--- src/sram_pkg.sv ---
package sram_pkg;

    ////////////////////////////////////////////////////////////
    // Geometry
    ////////////////////////////////////////////////////////////

    localparam int num_ports  = 4;
    localparam int num_banks  = 4;
    localparam int data_width = 32;

    // Word address split, bank in the low bits
    localparam int bank_bits  = 2;
    localparam int index_bits = 9;
    localparam int addr_width = bank_bits + index_bits;
    localparam int bank_depth = 1 << index_bits;

    // Per-port write queue
    localparam int queue_depth    = 256;
    localparam int queue_ptr_bits = $clog2(queue_depth);

    ////////////////////////////////////////////////////////////
    // Address views
    ////////////////////////////////////////////////////////////

    // Index on top, bank select in the two low bits
    typedef struct packed {
        logic [index_bits-1:0] index;
        logic [bank_bits-1:0]  bank;
    } sram_addr_fields_t;

    // Same word seen as a flat address or as bank and index
    typedef union packed {
        logic [addr_width-1:0] flat;
        sram_addr_fields_t     fields;
    } sram_addr_u;

endpackage
--- src/port_req_if.sv ---
interface port_req_if import sram_pkg::*; ();

    // Head of one write queue
    logic                  valid;
    sram_addr_u            addr;
    logic [data_width-1:0] data;

    // Removes the head at the next rising edge
    logic                  pop;

    modport queue (
        output valid,
        output addr,
        output data,
        input  pop
    );

    modport arbiter (
        input  valid,
        input  addr,
        input  data,
        output pop
    );

endinterface

--- src/bank_arbiter.sv ---
module bank_arbiter import sram_pkg::*; (
    port_req_if.arbiter req0,
    port_req_if.arbiter req1,
    port_req_if.arbiter req2,
    port_req_if.arbiter req3,

    output logic [num_banks-1:0]                 bank_we,
    output logic [num_banks-1:0][index_bits-1:0] bank_index,
    output logic [num_banks-1:0][data_width-1:0] bank_data
);

    // Queue heads gathered into arrays
    logic       [num_ports-1:0]                 head_valid;
    sram_addr_u [num_ports-1:0]                 head_addr;
    logic       [num_ports-1:0][data_width-1:0] head_data;

    // One-hot winner per bank
    logic [num_banks-1:0][num_ports-1:0] grant;
    logic [num_ports-1:0]                pop;

    ////////////////////////////////////////////////////////////
    // Head collection
    ////////////////////////////////////////////////////////////

    assign head_valid = {req3.valid, req2.valid, req1.valid, req0.valid};
    assign head_addr  = {req3.addr, req2.addr, req1.addr, req0.addr};
    assign head_data  = {req3.data, req2.data, req1.data, req0.data};

    assign req0.pop = pop[0];
    assign req1.pop = pop[1];
    assign req2.pop = pop[2];
    assign req3.pop = pop[3];

    ////////////////////////////////////////////////////////////
    // Fixed priority per bank
    ////////////////////////////////////////////////////////////

    // Ports scanned from highest to lowest, so the last hit wins
    // and port 0 ends up with top priority
    always_comb begin
        bank_we    = '0;
        bank_index = '0;
        bank_data  = '0;
        grant      = '0;
        for (int b = 0; b < num_banks; b++) begin
            for (int p = num_ports - 1; p >= 0; p--) begin
                if (head_valid[p] && (head_addr[p].fields.bank == bank_bits'(b))) begin
                    bank_we[b]    = 1'b1;
                    bank_index[b] = head_addr[p].fields.index;
                    bank_data[b]  = head_data[p];
                    grant[b]      = '0;
                    grant[b][p]   = 1'b1;
                end
            end
        end
    end

    // Each head targets one bank, so at most one grant per port
    always_comb begin
        pop = '0;
        for (int b = 0; b < num_banks; b++) begin
            pop = pop | grant[b];
        end
    end

endmodule

--- src/flat_wrapper.sv ---
// flat-port wrapper written by rule: the top's interface ports become plain ports
module bank_arbiter_flat import sram_pkg::*;
  (bank_we, bank_index, bank_data, req0_valid, req0_addr, req0_data, req0_pop, req1_valid, req1_addr, req1_data, req1_pop, req2_valid, req2_addr, req2_data, req2_pop, req3_valid, req3_addr, req3_data, req3_pop);
  port_req_if req0_i ();
  port_req_if req1_i ();
  port_req_if req2_i ();
  port_req_if req3_i ();
  output logic [num_banks-1:0] bank_we;
  output logic [num_banks-1:0][index_bits-1:0] bank_index;
  output logic [num_banks-1:0][data_width-1:0] bank_data;
  input wire logic [$bits(req0_i.valid)-1:0] req0_valid;
  input wire logic [$bits(req0_i.addr)-1:0] req0_addr;
  input wire logic [$bits(req0_i.data)-1:0] req0_data;
  output wire logic [$bits(req0_i.pop)-1:0] req0_pop;
  input wire logic [$bits(req1_i.valid)-1:0] req1_valid;
  input wire logic [$bits(req1_i.addr)-1:0] req1_addr;
  input wire logic [$bits(req1_i.data)-1:0] req1_data;
  output wire logic [$bits(req1_i.pop)-1:0] req1_pop;
  input wire logic [$bits(req2_i.valid)-1:0] req2_valid;
  input wire logic [$bits(req2_i.addr)-1:0] req2_addr;
  input wire logic [$bits(req2_i.data)-1:0] req2_data;
  output wire logic [$bits(req2_i.pop)-1:0] req2_pop;
  input wire logic [$bits(req3_i.valid)-1:0] req3_valid;
  input wire logic [$bits(req3_i.addr)-1:0] req3_addr;
  input wire logic [$bits(req3_i.data)-1:0] req3_data;
  output wire logic [$bits(req3_i.pop)-1:0] req3_pop;
  assign req0_i.valid = req0_valid;
  assign req0_i.addr = req0_addr;
  assign req0_i.data = req0_data;
  assign req0_pop = req0_i.pop;
  assign req1_i.valid = req1_valid;
  assign req1_i.addr = req1_addr;
  assign req1_i.data = req1_data;
  assign req1_pop = req1_i.pop;
  assign req2_i.valid = req2_valid;
  assign req2_i.addr = req2_addr;
  assign req2_i.data = req2_data;
  assign req2_pop = req2_i.pop;
  assign req3_i.valid = req3_valid;
  assign req3_i.addr = req3_addr;
  assign req3_i.data = req3_data;
  assign req3_pop = req3_i.pop;
  bank_arbiter u_core (.req0(req0_i), .req1(req1_i), .req2(req2_i), .req3(req3_i), .bank_we(bank_we), .bank_index(bank_index), .bank_data(bank_data));
endmodule
--- config.mk ---
export PLATFORM = sky130hd
export DESIGN_NAME = bank_arbiter_flat
export DESIGN_NICKNAME = d
export VERILOG_FILES = /design/src/sram_pkg.sv /design/src/port_req_if.sv /design/src/bank_arbiter.sv /design/src/flat_wrapper.sv
export SDC_FILE = /design/constraint.sdc
export NUM_CORES = 1
export LEC_CHECK = 0
export BUFFER_PORTS_ARGS = -buffer_cell sky130_fd_sc_hd__buf_2
export CAP_MARGIN = 20
export CORE_UTILIZATION = 25
export DETAILED_ROUTE_END_ITERATION = 8
export GPL_TIMING_DRIVEN = 0
export SETUP_SLACK_MARGIN = 0.5
export SLEW_MARGIN = 40
export SYNTH_ARGS = -nofsm -noshare
export SYNTH_HDL_FRONTEND = slang
export SYNTH_SLANG_ARGS = --single-unit
--- constraint.sdc ---
create_clock -name vclk -period 1.2
set_input_delay 0.06 -clock vclk [all_inputs]
set_output_delay 0.06 -clock vclk [all_outputs]
set_load 0.02 [all_outputs]
==> out/summary.log <==
[run_status] result of the run complete, but fails checks
[run_status] violated checks negative setup slack
[sta] Slew Limit Headroom 56.6%
[sta] Tcrit/Tclk final 129%
[min_path] worst min-delay path class in -> out
[place] final weighted congestion in routability-driven placement 0.909
[layout] Filler Cells Inserted 2190
[place] count of input and output buffers 340
[logic_synthesis] Mapped Cells 997
[routing] Iteration-0 DRC Markers 1447
[power_and_ir_drop] maximum VDD drop 220 uV
[sta] setup TNS -34.85 ns
[logic_synthesis] post-synthesis sequential area ratio 0%
[layout] final std cells w/o fill 1788
[worst_setup_path] data arrival time of the critical path 1.49 ns
[logic_synthesis] mean area per synthesized cell 6.66 sq um
[layout] total area of sequential cells 0 sq um
[power_and_ir_drop] combinational cell fraction of total power 100.0%
[worst_setup_path] Setup crit end kind primary output
[place] Place WS -0.606 ns
[floorplan] number of primary I/O pins 348
[layout] final net count 1623
[sta] Hold Fails Final Rpt 0
[routing] remaining number of nets flagged by the antenna check after routing 0
[worst_setup_path] Worst Path Required 1.14 ns
[routing] final routed DRC violation total 0
[logic_synthesis] Synthesized Nets 1173
[power_and_ir_drop] Pwr Density 432 nW/um^2
[sta] setup repair after global routing missed its margin yes
[layout] Non-Filler Cell Area, Final 15500 sq um
[job] Max Cap Violations 0
[floorplan] area enclosed by the die boundary 27200 sq um
[sta] min setup slack post-route -0.350 ns
[floorplan] Die Span Y 165 microns
[worst_setup_path] source of the critical timing path req2_addr[1]
[power_and_ir_drop] Cell Int Power 2.99 mW
[floorplan] Core Footprint 26100 sq um
[routing] per-cell routed wire length 29.5 microns
[logic_synthesis] post-synth design cell area 6640 sq um
[sta] final number of setup-violating endpoints 169
[floorplan] number of core rows 59
[sta] Slew @ Worst Pin 0.643 ns
[layout] count of clock buffers in the final design 0
[layout] FFs & Latches 0
[place] number of placed instances with taps included 1672
[worst_setup_path] largest fanout of any net on the critical path 8
[sta] clock period minus worst slack 1.55 ns
[layout] area occupied by multi-input gates 9060 sq um
[global_route] pin count of the biggest net entering global routing 11
[global_route] antenna violations before repair 8
[power_and_ir_drop] Flop pwr share 0%
[worst_setup_path] critical path class in -> out
[place] Placed Area 11100 sq um
[place] final HPWL from detailed placement 33300 microns
[sta] max-slew violations 0
[power_and_ir_drop] sw power 3.70 mW
[routing] total number of vias 12000
[layout] layout-stage area growth over the synthesis result 133%
[logic_synthesis] Synth Warn # 0
[floorplan] initial core utilization 25.5%
[global_route] via count of the first global-routing pass 11500
[global_route] wire length of the first global-routing pass 72800 microns
[routing] number of iterations in the first detailed-routing pass 7
[global_route] total gr overflow 0
[sta] maximum clock frequency 645 MHz
[worst_setup_path] crit path launch type primary input
[layout] share of layout cells above drive strength 1 70.4%
[logic_synthesis] number of library cell types mapped by synthesis 33
[power_and_ir_drop] switching power as a share of total power 55.2%
[power_and_ir_drop] leakage 6.35 nW
[layout] most common cell after layout, fill and taps aside buf_2
[routing] final wirelength 52800 microns
[power_and_ir_drop] share of total power in the clock network 0%
[routing] ratio of routed vias to standard cells 6.73
[layout] most frequent cells in the layout buf_2 (281), o21ai_2 (126), nand2_1 (124)
[global_route] all-layer global routing usage 35.1%
[floorplan] die boundary width 165 microns
[sta] final-layout worst hold slack 0.453 ns
[min_path] Worst Hold Launch req0_valid
## per-layer routing
layer / up-vias / share of wire [%] / GRT usage [%]
met3: 198 / 9.3 / 4.47
met4: 0 / 4.1 / 10.9
met5: - / 0 / 0
met1: 5855 / 41 / 47.3
met2: 928 / 46 / 57.5
li1: 5058 / - / -
## worst max-delay path: stages
cell and delay [ns]:
buf_16 0.13, buf_12 0.15, buf_12 0.13, nor4bb_1 0.58
a311oi_4 0.12, o21ai_2 0.14, buf_2 0.17
## power by group through the flow
stage / Combinational [mW] / Clock, mW / Sequential [mW]
after floorplan: 3.03 / 0 / 0
after global placement: 4.77 / 0 / 0
after detailed placement: 4.83 / 0 / 0
after CTS: 5.96 / 0 / 0
after global routing: 6.92 / 0.000000476 / 0
final: 6.69 / 0.000000589 / 0
## synth_stat cells (all sizes together)
master | count | share of area, %
nand3b | 6 | 1.1
nor3b | 3 | 0.57
o2bb2ai | 41 | 5.4
nand4 | 8 | 0.75
a31oi | 1 | 0.094
xnor2 | 2 | 0.26
nor4bb | 35 | 5.3
buf | 37 | 3.6
nor2 | 1 | 0.056
inv | 3 | 0.17
nand2 | 124 | 7.0
or3b | 3 | 0.40
clkbuf | 133 | 7.5
or2 | 2 | 0.19
and4b | 82 | 12
nand3 | 6 | 0.45
a311oi | 164 | 25
nand4b | 2 | 0.26
or4 | 1 | 0.11
and3b | 5 | 0.66
and3 | 3 | 0.28
o21ai | 287 | 22
and4bb | 6 | 1.1
a41oi | 1 | 0.13
and4 | 41 | 5.4
## layout make-up
cell class	instances	share of cell area, %
well taps	335	2.71
multi-input cells	827	58.6
diodes	8	0.129
plain buffers	170	15.1
repair buffers	445	23.4
inverters	3	0.0728
## per-stage QoR
| stage | utilization, % | power [mW] |
|---|---|---|
| after floorplan | - | 3.03 |
| after global placement | 42.4 | 4.77 |
| after detailed placement | 42.4 | 4.83 |
| after CTS | 54.3 | 5.96 |
| after global routing | 59.3 | 6.92 |
| final | 59.4 | 6.69 |
## final timing paths
check	end	slack, ns	cells after the start
setup / recovery	bank_index[2]	-0.35	7
hold / removal	req0_pop	0.45	3
## cell families after synthesis
logic type / Yosys count / share of synthesized area (%)
buf+inv: 173 / 11.3
compound gates: 494 / 52.5
simple gates: 328 / 36.0
xor+xnor: 2 / 0.264
## repair_timing
action	CTS	global route
hold buffers	0	0
cloned	34	12
resized for setup	385	260
setup buffers	48	14
endpoints found under the setup margin	171	171
pin swaps	73	62
No activity file was read; power rests on OpenSTA's default activity.
